$ cat src/hw/boardcfg_pkg.sv
`default_nettype none

package boardcfg_pkg;

	// host bus sizes.
	localparam int AXIL_ADDR_W = 8;
	localparam int AXIL_DATA_W = 32;

	// datapath sizes.
	localparam int NCH = 4;
	localparam int NPROBE = 4;
	localparam int SAMPLE_W = 16;
	localparam int COEF_W = 16;
	localparam int COEF_FRAC = 14;
	localparam int PROD_W = SAMPLE_W + COEF_W;
	localparam int SUM_W = PROD_W + $clog2(NCH);

	// probe frequency counting.
	localparam int FREQ_GATE = 256;
	localparam int FREQ_GATE_W = $clog2(FREQ_GATE);
	localparam int FREQ_W = 32;

	// shot sequencing.
	localparam int SHOT_LEN = 16;
	localparam int FRAME_CNT_W = $clog2(SHOT_LEN);
	localparam int NSHOT_W = 16;
	localparam int ACC_W = 32;

	localparam logic [AXIL_DATA_W-1:0] BOARD_REV = 32'h0001_0300;

	// register map, byte offsets.
	localparam logic [AXIL_ADDR_W-1:0] REG_REV = 8'h00;
	localparam logic [AXIL_ADDR_W-1:0] REG_CTRL = 8'h04;
	localparam logic [AXIL_ADDR_W-1:0] REG_NSHOT = 8'h08;
	localparam logic [AXIL_ADDR_W-1:0] REG_STATUS = 8'h0C;
	localparam logic [AXIL_ADDR_W-1:0] REG_ACC = 8'h10;
	localparam logic [AXIL_ADDR_W-1:0] REG_TEST = 8'h14;
	localparam logic [AXIL_ADDR_W-1:0] REG_FREQ0 = 8'h20;
	localparam logic [AXIL_ADDR_W-1:0] REG_COEF0 = 8'h40;

	typedef logic signed [SAMPLE_W-1:0] sample_t;
	typedef logic signed [COEF_W-1:0] coef_t;

	typedef struct packed {
		logic valid;
		sample_t [NCH-1:0] data;
	} sample_frame_t;

	// indexed as [row][col].
	typedef coef_t [NCH-1:0][NCH-1:0] coef_matrix_t;

	typedef struct packed {
		logic awvalid;
		logic [AXIL_ADDR_W-1:0] awaddr;
		logic wvalid;
		logic [AXIL_DATA_W-1:0] wdata;
		logic [AXIL_DATA_W/8-1:0] wstrb;
		logic bready;
		logic arvalid;
		logic [AXIL_ADDR_W-1:0] araddr;
		logic rready;
	} axil_req_t;

	typedef struct packed {
		logic awready;
		logic wready;
		logic bvalid;
		logic [1:0] bresp;
		logic arready;
		logic rvalid;
		logic [AXIL_DATA_W-1:0] rdata;
		logic [1:0] rresp;
	} axil_rsp_t;

endpackage

`default_nettype wire
$ cat src/hw/shot_sequencer.sv
`timescale 1ns/1ps
`default_nettype none

module shot_sequencer import boardcfg_pkg::*; (
	input wire logic hw,
	input wire logic reset,
	input wire logic start,
	input wire logic acc_clear,
	input wire logic [NSHOT_W-1:0] nshot,
	input wire sample_frame_t frame,
	output logic busy,
	output logic last_shot_done,
	output logic [NSHOT_W-1:0] shot_cnt,
	output logic [ACC_W-1:0] acc
);

	logic [FRAME_CNT_W-1:0] frame_cnt;
	logic [NSHOT_W-1:0] nshot_q;

	// shot count target, held for the whole run.
	always_ff @(posedge hw) begin
		if (start && !busy)
			nshot_q <= nshot;
	end

	always_ff @(posedge hw) begin
		if (reset) begin
			busy <= 1'b0;
			last_shot_done <= 1'b0;
			shot_cnt <= '0;
			frame_cnt <= '0;
		end else if (!busy) begin
			// start while busy is dropped here.
			if (start) begin
				shot_cnt <= '0;
				frame_cnt <= '0;
				last_shot_done <= (nshot == '0);
				busy <= (nshot != '0);
			end
		end else if (frame.valid) begin
			frame_cnt <= frame_cnt + 1'b1;
			if (frame_cnt == FRAME_CNT_W'(SHOT_LEN - 1)) begin
				shot_cnt <= shot_cnt + 1'b1;
				if (shot_cnt + 1'b1 == nshot_q) begin
					busy <= 1'b0;
					last_shot_done <= 1'b1;
				end
			end
		end
	end

	// channel 0 accumulation, clear wins over add.
	always_ff @(posedge hw) begin
		if (reset || acc_clear) begin
			acc <= '0;
		end else if (busy && frame.valid) begin
			acc <= acc + {{(ACC_W-SAMPLE_W){frame.data[0][SAMPLE_W-1]}}, frame.data[0]};
		end
	end

endmodule

`default_nettype wire

$ cat config.mk
export PLATFORM = sky130hd
export DESIGN_NAME = shot_sequencer
export DESIGN_NICKNAME = d
export VERILOG_FILES = /design/src/hw/boardcfg_pkg.sv /design/src/hw/shot_sequencer.sv
export SDC_FILE = /design/constraint.sdc
export NUM_CORES = 1
export LEC_CHECK = 0
export ABC_AREA = 1
export CAP_MARGIN = 20
export CORE_ASPECT_RATIO = 0.8
export CORE_UTILIZATION = 43
export CTS_CLUSTER_SIZE = 16
export DETAILED_ROUTE_END_ITERATION = 8
export DONT_BUFFER_PORTS = 1
export PLACE_DENSITY = 0.68
export SLEW_MARGIN = 20
export SYNTH_ARGS = -nofsm -noshare
export SYNTH_HDL_FRONTEND = slang
export SYNTH_SLANG_ARGS = --single-unit
export TNS_END_PERCENT = 30
$ cat constraint.sdc
create_clock -name hw -period 2.66 [get_ports hw]
set_input_delay 0.266 -clock hw [delete_from_list [all_inputs] [get_ports hw]]
set_output_delay 0.266 -clock hw [all_outputs]
set_load 0.03 [all_outputs]
==> flow_summary.toml <==
[run_status]
status = "complete, no violations"

[placed_design]
place_area_sq_um = 5520
dp_hpwl_um = 10500
pre_cts_ws_ps = 348
port-buffer-count = 0
dp_cells = 943
gp_congestion = 0.959

[grt]
use_met3 = 0.0636
grt_overflow_total = 0
use_met1 = 0.344
grt-busiest-layer = "met1"
grt_pass1_wl_um = 21800
grt_util_all_layers = 0.229
antenna_found_initial = 0
met2_usage = 0.314
grt_pass1_vias = 4426
grt_max_degree = 33

[floorplan]
io_pins = 135
die_x_um = 124
die-height_um = 99.5
row_count = 35
dieArea_sq_um = 12300
start_util = 0.442
design.core.area_sq_um = 11600

[yosys]
post_synth.cell_area_avg_sq_um = 6.61
post-synth-top-count-cell = "nand2_1"
synth_top_cells_by_count = "nand2_1 (207), inv_1 (104), nor2_1 (68)"
yosysSeqAreaShare = 0.306
synthArstFlopShare = 0
synth_area_leaders = "dfxtp_1 (21%), nand2_1 (15%), edfxtp_1 (9.4%), ha_1 (8.1%), inv_1 (7.6%)"
netlist_instances = 773
synth_cell_type_count = 37
synth_enable_flop_cells = 16
synth_top_area_cell = "dfxtp_1"
ys_seq_elements = 70
syn_area_sq_um = 5110
synth_top_cell_area_share = 0.212
synth_nets = 892
ys.warnings.count = 0
synth-main-ff-cell = "dfxtp_1"

[critical_path]
cp_cell_sequence = "ha_1 -> fa_1 -> nand3_1 -> nand2_1 -> a21oi_1 -> o21ai_0 -> nand2_1 -> nand2_1 -> nand2_1 -> nand3_1 -> nand3_1 -> nand2_1 -> inv_1"
cp_common_cell = "nand2_1"
cp.required_ps = 2900
worstPathArrival_ps = 2640
r2r_setup_slack_ps = 270
r2r_start = "acc[0]$_SDFFE_PP0P_"
path_class = "flip-flop to flip-flop"
cp-endpoint = "acc[26]$_SDFFE_PP0P_"
critPathCaptureType = "flip-flop"
path_max_fanout = 3
worstRegToRegCells = 13
cp-start-kind = "flip-flop"
critPathLaunch = "acc[0]$_SDFFE_PP0P_"
cpMaxStageDelayCell = "o21ai_0"
slowest_delay_ps = 590
timing.rr.end = "acc[26]$_SDFFE_PP0P_"

[cells_and_area]
nets = 926
seqCellArea_sq_um = 1560
nFillCells = 1197
multi_input_comb_area_sq_um = 3110
syn_to_final_growth_pct = 15.0
fin_area_sq_um = 5880
drive_above_1_share = 0.0788
antennaDiodeCount = 0
finalNonFillerCells = 960

[timing]
finalSetupViolations = 0
post-route-period-util = 0.900
fin_setup_tns_ps = 0
fin_worst_skew_ps = 7.77
fmax_ghz = 0.418
hold_violations = 0
rsz0062_at_grt = "no"
maxSlewViolCount = 0
relSlewSlack = 0.472
min_period_ps = 2390
tightest_slew_ps = 789
worst_slack_ps = 266

[job]
max_cap_viol_count = 0

[clocking]
htree_levels = 3
cts_num_sinks = 70
cts_made_buffers = 9
root_buffer = "clkbuf_16"
cts-hold-fix-buffers = 1
cts_setup_buffers = 0
cts_tree = "yes"
clk_pin_slew_worst_paths_ps = 60
clk_latency_ps = 340
clockBufferDepth = 2
ctsResizeCount = 0

[route]
ant_nets = 0
dr_total_vias = 4963
avgViaCountPerCell = 5.17
routedWlPerCell_um = 14.3
drt-total-wl_um = 13700
drc = 0
drt_iter0_drc = 324
drt_pass1_iterations = 5

[power_and_ir_drop]
p_per_area_nw_per_um2 = 513
peakVddDrop_mv = 0.308
leakagePower_nw = 2.85
power_w = 0.00301

[min_path]
hold_path_class = "input port to flip-flop"
## critical path: cells and delay by family (launching register included)
| kind | cells | cell delay (ps) |
|---|---|---|
| adder cells (fa/ha/maj) | 2 | 410 |
| AO/OA/AOI/OAI | 2 | 700 |
| buffers and inverters | 1 | 30 |
| flip-flops | 1 | 330 |
| AND/OR/NAND/NOR | 8 | 830 |
## placed cells by master, fill, tap and decap left out, types with 5 or more instances in the layout
cell type,count
nand2_1,207
inv_1,104
nor2_1,67
nand3_1,66
a21oi_1,58
dfxtp_1,54
o21ai_0,47
buf_4,34
ha_1,33
o21bai_1,24
xor2_1,16
edfxtp_1,16
nor3_1,9
clkbuf_16,9
nand3b_1,7
nand4_1,6
xnor2_1,5
nor2_2,5
a21o_1,5
## sequential cells by signal, summed over array words and instances (netlist names)
name            cells
frame_cnt           4
shot_cnt           16
last_shot_done      1
nshot_q            16
busy                1
acc                32
## how the worst min path moves through the flow
stage	slack, ps	start	cells after the start	endpoint
4_1_cts	8	nshot[11]	0	nshot_q[11]$_DFFE_PP_
2_1_floorplan	360	nshot[0]	0	nshot_q[0]$_DFFE_PP_
5_1_grt	8	nshot[13]	0	nshot_q[13]$_DFFE_PP_
3_3_place_gp	340	reset	1	shot_cnt[10]$_SDFFE_PP0P_
6_report	20	nshot[13]	0	nshot_q[13]$_DFFE_PP_
3_5_place_dp	340	reset	1	shot_cnt[6]$_SDFFE_PP0P_
## routing by layer
metal,vias to the layer above,routed length (um)
met1,2194,7190
met2,133,5390
met4,0,121
li1,2625,-
met3,11,1010
met5,-,0
## power breakdown
part | switching [W] | leakage (nW) | internal (W)
Sequential | 0.0000469 | 0.590 | 0.00113
Clock | 0.000496 | 0.166 | 0.000921
Combinational | 0.000279 | 2.10 | 0.000142
## layout make-up
type | instances | area share
clock inverter | 7 | 0.0204
inverter | 104 | 0.0664
multi-input combinational | 586 | 0.529
sequential | 70 | 0.266
tap | 148 | 0.0315
timing repair buffer | 36 | 0.0485
clock buffer | 9 | 0.0383
## through the flow
| step | hold WS, ps | util |
|---|---|---|
| floorplan | 365 | - |
| global placement | 340 | 0.478 |
| detailed placement | 341 | 0.478 |
| CTS | 8.17 | 0.508 |
| global route | 8.03 | 0.508 |
| finish | 24.7 | 0.508 |
## cell families after synthesis
group,synth area share
XOR/XNOR,0.0360
flip-flops,0.306
AND/OR/NAND/NOR,0.316
AO/OA/AOI/OAI,0.171
buffers and inverters,0.0867
adder cells (fa/ha/maj),0.0847
(Power assumes the default switching activity.)
