--- src/hw/boardcfg_pkg.sv ---
`default_nettype none

package boardcfg_pkg;

	// host bus sizes.
	localparam int AXIL_ADDR_W = 8;
	localparam int AXIL_DATA_W = 32;

	// datapath sizes.
	localparam int NCH = 4;
	localparam int NPROBE = 4;
	localparam int SAMPLE_W = 16;
	localparam int COEF_W = 16;
	localparam int COEF_FRAC = 14;
	localparam int PROD_W = SAMPLE_W + COEF_W;
	localparam int SUM_W = PROD_W + $clog2(NCH);

	// probe frequency counting.
	localparam int FREQ_GATE = 256;
	localparam int FREQ_GATE_W = $clog2(FREQ_GATE);
	localparam int FREQ_W = 32;

	// shot sequencing.
	localparam int SHOT_LEN = 16;
	localparam int FRAME_CNT_W = $clog2(SHOT_LEN);
	localparam int NSHOT_W = 16;
	localparam int ACC_W = 32;

	localparam logic [AXIL_DATA_W-1:0] BOARD_REV = 32'h0001_0300;

	// register map, byte offsets.
	localparam logic [AXIL_ADDR_W-1:0] REG_REV = 8'h00;
	localparam logic [AXIL_ADDR_W-1:0] REG_CTRL = 8'h04;
	localparam logic [AXIL_ADDR_W-1:0] REG_NSHOT = 8'h08;
	localparam logic [AXIL_ADDR_W-1:0] REG_STATUS = 8'h0C;
	localparam logic [AXIL_ADDR_W-1:0] REG_ACC = 8'h10;
	localparam logic [AXIL_ADDR_W-1:0] REG_TEST = 8'h14;
	localparam logic [AXIL_ADDR_W-1:0] REG_FREQ0 = 8'h20;
	localparam logic [AXIL_ADDR_W-1:0] REG_COEF0 = 8'h40;

	typedef logic signed [SAMPLE_W-1:0] sample_t;
	typedef logic signed [COEF_W-1:0] coef_t;

	typedef struct packed {
		logic valid;
		sample_t [NCH-1:0] data;
	} sample_frame_t;

	// indexed as [row][col].
	typedef coef_t [NCH-1:0][NCH-1:0] coef_matrix_t;

	typedef struct packed {
		logic awvalid;
		logic [AXIL_ADDR_W-1:0] awaddr;
		logic wvalid;
		logic [AXIL_DATA_W-1:0] wdata;
		logic [AXIL_DATA_W/8-1:0] wstrb;
		logic bready;
		logic arvalid;
		logic [AXIL_ADDR_W-1:0] araddr;
		logic rready;
	} axil_req_t;

	typedef struct packed {
		logic awready;
		logic wready;
		logic bvalid;
		logic [1:0] bresp;
		logic arready;
		logic rvalid;
		logic [AXIL_DATA_W-1:0] rdata;
		logic [1:0] rresp;
	} axil_rsp_t;

endpackage

`default_nettype wire
--- src/hw/freq_counter.sv ---
`timescale 1ns/1ps
`default_nettype none

module freq_counter import boardcfg_pkg::*; (
	input wire logic hw,
	input wire logic reset,
	input wire logic probe,
	output logic [FREQ_W-1:0] freq
);

	logic [1:0] sync;
	logic probe_d;
	logic rise;
	logic [FREQ_GATE_W-1:0] gate_cnt;
	logic [FREQ_W-1:0] edge_cnt;

	// probe is asynchronous to hw.
	assign rise = sync[1] && !probe_d;

	always_ff @(posedge hw) begin
		if (reset) begin
			sync <= '0;
			probe_d <= 1'b0;
			gate_cnt <= '0;
			edge_cnt <= '0;
			freq <= '0;
		end else begin
			sync <= {sync[0], probe};
			probe_d <= sync[1];
			if (gate_cnt == FREQ_GATE_W'(FREQ_GATE - 1)) begin
				// gate boundary, publish and restart.
				gate_cnt <= '0;
				freq <= edge_cnt + FREQ_W'(rise);
				edge_cnt <= '0;
			end else begin
				gate_cnt <= gate_cnt + 1'b1;
				edge_cnt <= edge_cnt + FREQ_W'(rise);
			end
		end
	end

endmodule

`default_nettype wire

--- config.mk ---
export PLATFORM = sky130hd
export DESIGN_NAME = freq_counter
export DESIGN_NICKNAME = d
export VERILOG_FILES = /design/src/hw/boardcfg_pkg.sv /design/src/hw/freq_counter.sv
export SDC_FILE = /design/constraint.sdc
export NUM_CORES = 1
export LEC_CHECK = 0
export ABC_CLOCK_PERIOD_IN_PS = 2350
export BUFFER_PORTS_ARGS = -buffer_cell sky130_fd_sc_hd__buf_2
export CORE_AREA = 2 2 75 77
export DETAILED_ROUTE_END_ITERATION = 16
export DIE_AREA = 0 0 77 79
export PLACE_DENSITY = 0.73
export SLEW_MARGIN = 20
export SYNTH_ARGS = -nofsm -noshare
export SYNTH_HDL_FRONTEND = slang
export SYNTH_SLANG_ARGS = --single-unit
--- constraint.sdc ---
create_clock -name hw -period 2.35 [get_ports hw]
set_input_delay 0.47 -clock hw [delete_from_list [all_inputs] [get_ports hw]]
set_output_delay 0.47 -clock hw [all_outputs]
set_load 0.01 [all_outputs]
==> results of run 1 <==
-- metal layers --
layer | GRT usage (%) | vias up | part of all wire [%]
li1 | - | 1100 | -
met1 | 24.2 | 957 | 50
met2 | 30.4 | 32 | 44
met3 | 3.75 | 11 | 3.0
met4 | 11.3 | 0 | 2.5
met5 | 0 | - | 0
-- through the flow --
step	power [mW]	util, %	cells
4_1_cts	2.37	61.6	423
5_1_grt	2.43	61.6	423
2_1_floorplan	1.34	-	307
6_report	2.35	61.6	423
3_3_place_gp	1.35	57.6	407
3_5_place_dp	1.35	57.6	407
-- final timing paths --
path                            from               endpoint  slack, ps  cells past startpoint
setup reg to reg  sync[1]$_SDFF_PP0_  freq[24]$_SDFFE_PP0N_        360                      8
hold / removal                 probe     sync[0]$_SDFF_PP0_        340                      2
setup / recovery  sync[1]$_SDFF_PP0_  freq[24]$_SDFFE_PP0N_        360                      8
hold reg to reg   sync[0]$_SDFF_PP0_     sync[1]$_SDFF_PP0_        450                      1
-- power by group --
| group | internal, mW | switching (mW) |
|---|---|---|
| sequential | 1.28 | 0.00557 |
| combinational | 0.0137 | 0.0276 |
| clock | 0.574 | 0.449 |
| total | 1.87 | 0.482 |
-- placed cells by master (no fill, tap or decap), types with 3 or more instances in the layout --
cell type and n:
dfxtp_1 75, nor2_1 45, nand2_1 39, buf_2 34, o21ai_0 25, xor2_1 23
nand3_1 15, xnor2_1 13, clkbuf_8 12, nand4_1 10, and2_1 9, buf_4 6
and3_1 5, nor2b_1 4, nor3_1 4, o21ai_1 4, ha_1 4, nand4_2 3
nor2_2 3
-- cell families (layout without fill, tap and decap cells) --
kind of cell             Yosys count  in the layout
AND/OR/NAND/NOR                  146            146
buffers and inverters             14             58
flip-flops                        75             75
adder cells (fa/ha/maj)            4              4
AO/OA/AOI/OAI                     32             32
XOR/XNOR                          36             36
-- state kept, by name, indices dropped and copies added, names as in the netlist --
name      count
edge_cnt     32
freq         32
gate_cnt      8
probe_d       1
sync          2
-- critical path, stage by stage, from the launching register on --
cell and delay (ps):
dfxtp_1 330, nor2b_1 180, ha_1 190, ha_1 200, nand2_1 90, or2_1 300, nor4_2 320, xnor2_1 190
o21ai_1 80
-- area by class of cell --
class	instances	share of cell area (%)
clock buffers	12	5.02
clock inverters	4	1.45
inverters	2	0.228
multi-input cells	218	38.3
flip-flops and latches	75	45.7
well taps	72	2.74
repair buffers	40	6.55
==> metrics.txt, run 1 <==
# TYPE chip_impl_metric gauge
chip_impl_metric{name="drtPass1Iterations",unit=""} 4
chip_impl_metric{name="nNetsFinal",unit=""} 353
chip_impl_metric{name="antenna-diode-count",unit=""} 0
chip_impl_metric{name="syn-num-nets",unit=""} 314
chip_impl_metric{name="grt_antenna_before_repair",unit=""} 0
chip_impl_metric{name="filler_cell_count",unit=""} 497
chip_impl_metric{name="cts_hold_buf",unit=""} 0
chip_impl_info{name="postSynth.topFlopCell",value="dfxtp_1"} 1
chip_impl_metric{name="synth_cell_types",unit=""} 29
chip_impl_info{name="status",value="finished clean"} 1
chip_impl_metric{name="setup_violations",unit=""} 0
chip_impl_metric{name="synthSimpleGateAreaFrac",unit="%"} 25.4
chip_impl_metric{name="die_w",unit="um"} 77
chip_impl_metric{name="proportion_of_layout_cells_with_a_drive_suffix_above_1",unit="%"} 19.1
chip_impl_metric{name="vias",unit=""} 2100
chip_impl_info{name="start_kind",value="flip-flop"} 1
chip_impl_metric{name="synth-compound-area-share",unit="%"} 6.21
chip_impl_metric{name="leakage",unit="nW"} 1.32
chip_impl_metric{name="post_synth_inst_count",unit=""} 307
chip_impl_metric{name="number_of_max_slew_violations_in_the_final_report",unit=""} 0
chip_impl_metric{name="hold_viol_final",unit=""} 0
chip_impl_info{name="grt_setup_unrepaired",value="no"} 1
chip_impl_metric{name="max_cap_viol_count",unit=""} 0
chip_impl_metric{name="post-route-drc-count",unit=""} 0
chip_impl_metric{name="buffer_ports.inserted",unit=""} 34
chip_impl_metric{name="worst-endpoint-arrival",unit="ps"} 2220
chip_impl_metric{name="total_grt_overflow",unit=""} 0
chip_impl_metric{name="rows",unit=""} 27
chip_impl_metric{name="synth-seq-area-share",unit="%"} 53.2
chip_impl_metric{name="groute.usage.overall",unit="%"} 19.1
chip_impl_metric{name="cp_max_fo",unit=""} 3
chip_impl_info{name="synthMostInstantiatedCell",value="dfxtp_1"} 1
chip_impl_metric{name="cts.sinks",unit=""} 75
chip_impl_metric{name="placed_area",unit="um2"} 3070
chip_impl_info{name="clockRootBuffer",value="clkbuf_8"} 1
chip_impl_metric{name="initial_cell_density_of_the_core",unit="%"} 52.8
chip_impl_metric{name="preCtsSetupSlack",unit="ps"} 369
chip_impl_info{name="timing.critical_path.to_type",value="flip-flop"} 1
chip_impl_metric{name="ant_nets",unit=""} 0
chip_impl_info{name="min-delay-path-class",value="in -> reg"} 1
chip_impl_metric{name="clock-skew-final",unit="ps"} 11.9
chip_impl_metric{name="seq_area",unit="um2"} 1500
chip_impl_metric{name="wire_length_of_the_first_global_routing_pass",unit="mm"} 9.00
chip_impl_metric{name="syn_area",unit="um2"} 2820
chip_impl_metric{name="routed_via_density",unit=""} 4.96
chip_impl_metric{name="worst_pin_slew",unit="ps"} 753
chip_impl_metric{name="detailedRoute.firstIterationViolations",unit=""} 72
chip_impl_metric{name="placeableCoreArea",unit="um2"} 5340
chip_impl_metric{name="power_per_standard_cell_area",unit="nW/um2"} 714
chip_impl_metric{name="setup_tns",unit="ps"} 0
chip_impl_metric{name="clock_tree.buffer_depth",unit=""} 2
chip_impl_metric{name="vdd_ir_drop_max",unit="uV"} 509
chip_impl_metric{name="post_synth_xor_area_fraction",unit="%"} 11.2
chip_impl_info{name="cts_tree",value="yes"} 1
chip_impl_metric{name="relSlewSlack",unit="%"} 49.7
chip_impl_metric{name="ys_seq_elements",unit=""} 75
chip_impl_metric{name="post-route-min-period",unit="ps"} 1990
chip_impl_metric{name="gp_congestion",unit=""} 0.749
chip_impl_metric{name="synth_adder_area_share",unit="%"} 1.77
chip_impl_metric{name="postRouteWirelength",unit="mm"} 5.30
chip_impl_metric{name="final.period_utilization",unit="%"} 84.5
chip_impl_metric{name="syn_avg_cell_area",unit="um2"} 9.19
chip_impl_metric{name="final.hold.worst_slack",unit="ps"} 339
chip_impl_metric{name="synth_warnings",unit=""} 0
chip_impl_metric{name="synth_enable_flop_cells",unit=""} 0
chip_impl_metric{name="flow.area_growth_from_synthesis",unit="%"} 16.5
chip_impl_info{name="synth_top_family_by_area",value="simple AND/OR/NAND/NOR gates"} 1
chip_impl_metric{name="grt_start_max_net_pins",unit=""} 18
chip_impl_metric{name="die-area",unit="um2"} 6080
chip_impl_metric{name="cts-buffers-inserted",unit=""} 9
chip_impl_metric{name="avgRoutedWirePerCell",unit="um"} 12.5
chip_impl_metric{name="die_h",unit="um"} 79
chip_impl_metric{name="io_pins",unit=""} 35
chip_impl_metric{name="multi_input_area",unit="um2"} 1260
chip_impl_metric{name="vias_in_the_first_global_route",unit=""} 1991
chip_impl_metric{name="post-route-cell-area",unit="um2"} 3290
chip_impl_metric{name="clkLatencyLatePin",unit="ps"} 350
chip_impl_metric{name="post-synth-top-area-fraction",unit="%"} 53.2
chip_impl_metric{name="clkSlewWorstSetupHoldPaths",unit="ps"} 70
chip_impl_metric{name="place_hpwl",unit="mm"} 3.69
chip_impl_metric{name="htreeDepth",unit=""} 3
chip_impl_metric{name="max_clock_freq",unit="MHz"} 504
chip_impl_info{name="commonest_cells_post_synth",value="dfxtp_1, nor2_1, nand2_1"} 1
chip_impl_metric{name="synthArstFlopShare",unit="%"} 0
chip_impl_metric{name="cts_repair_resized_insts",unit=""} 0
chip_impl_metric{name="timing.final.ws_setup",unit="ps"} 365
chip_impl_metric{name="cts_setup_buffers",unit=""} 0
chip_impl_metric{name="worst-endpoint-required",unit="ps"} 2580
chip_impl_info{name="synth.area.top_cells",value="dfxtp_1, xor2_1, nor2_1, nand2_1, o21ai_0"} 1
chip_impl_info{name="path_class",value="reg -> reg"} 1
chip_impl_metric{name="synth_mux_area_share",unit="%"} 0
chip_impl_info{name="yosys.area.top_type",value="dfxtp_1"} 1
Power figures use the tool's default switching activity.
==> run 2: changes to the inputs <==
ABC_CLOCK_PERIOD_IN_PS = 1900   (was 2350)
clock period = 1.9 ns   (was 2.35 ns; I/O delays follow)
==> run 2 against run 1 <==
Total power grew 28%. Sequential cell count is the same. Core utilization grew 2.6 points. Global-route usage grew 1.4 points. Setup slack lost 250 ps. Largest power group unchanged. Highest routed layer unchanged.
==> metrics.txt, run 2 (same netlist as run 1, synthesis figures left out) <==
# TYPE chip_impl_metric gauge
chip_impl_metric{name="cell_internal_pwr",unit="mW"} 2.38
chip_impl_info{name="timing.critical_path.cells",value="nor2b_4 > ha_2 > ha_1 > nand2_1 > or2_4 > nor4_4 > xnor2_1 > o21ai_1"} 1
chip_impl_metric{name="final.hold.worst_slack",unit="ps"} 237
chip_impl_metric{name="clkLatencyLatePin",unit="ps"} 350
chip_impl_metric{name="gp_congestion",unit=""} 0.801
chip_impl_info{name="path_class",value="reg -> reg"} 1
chip_impl_metric{name="die-area",unit="um2"} 6080
chip_impl_info{name="clockRootBuffer",value="clkbuf_8"} 1
chip_impl_metric{name="seq_power_share",unit="%"} 52.7
chip_impl_metric{name="final.period_utilization",unit="%"} 94.1
chip_impl_metric{name="io_pins",unit=""} 35
chip_impl_metric{name="max_clock_freq",unit="MHz"} 559
chip_impl_metric{name="worst-endpoint-arrival",unit="ps"} 2020
chip_impl_info{name="top_regs",value="edge_cnt (32), freq (32), gate_cnt (8)"} 1
chip_impl_info{name="layout.cells.most_common",value="dfxtp_1"} 1
chip_impl_metric{name="cp_num_buf_inv",unit=""} 0
chip_impl_metric{name="cts.sinks",unit=""} 75
chip_impl_metric{name="max_cap_viol_count",unit=""} 0
chip_impl_metric{name="post-route-min-period",unit="ps"} 1790
chip_impl_metric{name="initial_cell_density_of_the_core",unit="%"} 52.8
chip_impl_metric{name="clock_tree.buffer_depth",unit=""} 2
chip_impl_metric{name="routed_via_density",unit=""} 5.01
chip_impl_metric{name="p_sw_share",unit="%"} 21.0
chip_impl_info{name="min-delay-path-class",value="in -> reg"} 1
chip_impl_metric{name="number_of_max_slew_violations_in_the_final_report",unit=""} 0
chip_impl_metric{name="power_per_standard_cell_area",unit="nW/um2"} 878
chip_impl_metric{name="detailedRoute.firstIterationViolations",unit=""} 134
chip_impl_metric{name="rows",unit=""} 27
chip_impl_metric{name="proportion_of_layout_cells_with_a_drive_suffix_above_1",unit="%"} 22.6
chip_impl_metric{name="met3WireLength",unit="um"} 198
chip_impl_metric{name="setup_violations",unit=""} 0
chip_impl_metric{name="postRouteWirelength",unit="mm"} 5.64
chip_impl_metric{name="clkSlewWorstSetupHoldPaths",unit="ps"} 80
chip_impl_metric{name="vdd_ir_drop_max",unit="uV"} 556
chip_impl_metric{name="die_w",unit="um"} 77
chip_impl_metric{name="placeableCoreArea",unit="um2"} 5340
chip_impl_metric{name="relSlewSlack",unit="%"} 66.6
chip_impl_metric{name="pwr-share-clk",unit="%"} 45.4
chip_impl_info{name="top_layer_used",value="met4"} 1
chip_impl_metric{name="met2_wirelength",unit="mm"} 2.64
chip_impl_metric{name="power.combinational.fraction",unit="%"} 1.9
chip_impl_metric{name="post-route-drc-count",unit=""} 0
chip_impl_info{name="timing.critical_path.to_type",value="flip-flop"} 1
chip_impl_metric{name="grt_antenna_before_repair",unit=""} 0
chip_impl_metric{name="clock-skew-final",unit="ps"} 7.13
chip_impl_metric{name="place_hpwl",unit="mm"} 3.82
chip_impl_metric{name="ant_nets",unit=""} 0
chip_impl_metric{name="total_grt_overflow",unit=""} 0
chip_impl_metric{name="grt_start_max_net_pins",unit=""} 35
chip_impl_metric{name="antenna-diode-count",unit=""} 0
chip_impl_metric{name="slowest_delay",unit="ps"} 350
chip_impl_metric{name="worst-endpoint-required",unit="ps"} 2130
chip_impl_metric{name="wl_met1",unit="mm"} 2.67
chip_impl_metric{name="filler_cell_count",unit=""} 503
chip_impl_metric{name="buffer_ports.inserted",unit=""} 34
chip_impl_metric{name="design_power",unit="mW"} 3.01
chip_impl_info{name="cts_tree",value="yes"} 1
chip_impl_metric{name="cp_max_fo",unit=""} 3
chip_impl_metric{name="cts_setup_buffers",unit=""} 0
chip_impl_metric{name="vias",unit=""} 2156
chip_impl_metric{name="nNetsFinal",unit=""} 360
chip_impl_metric{name="drtPass1Iterations",unit=""} 4
chip_impl_metric{name="worst_pin_slew",unit="ps"} 500
chip_impl_metric{name="hold_viol_final",unit=""} 0
chip_impl_metric{name="avgRoutedWirePerCell",unit="um"} 13.1
chip_impl_info{name="cell_at_the_slowest_stage_of_the_critical_path",value="dfxtp_1"} 1
chip_impl_metric{name="htreeDepth",unit=""} 3
chip_impl_info{name="start_kind",value="flip-flop"} 1
chip_impl_metric{name="flow.area_growth_from_synthesis",unit="%"} 21.6
chip_impl_metric{name="cts-buffers-inserted",unit=""} 9
chip_impl_metric{name="wire_length_of_the_first_global_routing_pass",unit="mm"} 9.72
chip_impl_metric{name="die_h",unit="um"} 79
chip_impl_metric{name="leakage",unit="nW"} 1.39
chip_impl_metric{name="groute.usage.overall",unit="%"} 20.5
chip_impl_info{name="final_cell_mix",value="dfxtp_1, nor2_1, nand2_1"} 1
chip_impl_metric{name="netSwitchingPower",unit="mW"} 0.633
chip_impl_info{name="status",value="finished clean"} 1
chip_impl_info{name="critPathTopFamily",value="simple AND/OR/NAND/NOR gates"} 1
chip_impl_metric{name="vias_in_the_first_global_route",unit=""} 2111
run 2: cell count changes in the layout (fill, tap and decap cells not counted), sizes merged:
cell and delta:
buf +7, bufinv +1, clkbuf -2, clkinvlp +1
run 2: area by class of cell:
cell class | instances | area [um2] | area share, %
clock buffers | 10 | 138 | 4.01
clock inverters | 6 | 88.8 | 2.59
inverters | 2 | 7.51 | 0.219
multi-input cells | 218 | 1310 | 38.2
flip-flops and latches | 75 | 1500 | 43.8
well taps | 72 | 90.1 | 2.63
repair buffers | 47 | 293 | 8.54
run 2: timing repair:
item | 4_1_cts | 5_1_grt
pin swaps | 1 | 2
cloned | 0 | 0
hold buffers | 0 | 0
resized for setup | 0 | 11
setup endpoints to repair | 1 | 8
run 2: power groups by stage:
stage / logic, mW / clock network (mW) / registers (mW)
6_report: 0.0565 / 1.37 / 1.59
5_1_grt: 0.0626 / 1.45 / 1.59
4_1_cts: 0.0566 / 1.39 / 1.59
3_5_place_dp: 0.0562 / 0 / 1.62
3_3_place_gp: 0.0560 / 0 / 1.62
2_1_floorplan: 0.0352 / 0 / 1.62
run 2: routing by layer:
| layer | global-route usage, % | vias to the layer above |
|---|---|---|
| li1 | - | 1109 |
| met1 | 26.1 | 997 |
| met2 | 32.7 | 38 |
| met3 | 4.55 | 12 |
| met4 | 11.1 | 0 |
| met5 | 0 | - |
run 2: path summary, 6_finish.rpt:
path,start,to,slack [ps],cells after the start
worst max-delay path,sync[1]$_SDFF_PP0_,freq[24]$_SDFFE_PP0N_,110,8
worst min-delay path,probe,sync[0]$_SDFF_PP0_,240,2
worst max register to register,sync[1]$_SDFF_PP0_,freq[24]$_SDFFE_PP0N_,110,8
worst min register to register,sync[0]$_SDFF_PP0_,sync[1]$_SDFF_PP0_,440,1
run 2: per-stage QoR:
step	setup WS [ps]	cell area (um2)	TNS [ps]	util [%]	instances
after CTS	75.8	3380	0	63.3	430
final	112	3430	0	64.2	430
after global routing	-0.225	3430	-0.225	64.2	430
after detailed placement	-9.89	3150	-9.89	59.0	414
after floorplan	99.7	2820	0	-	307
after global placement	85.1	3150	0	59.0	414
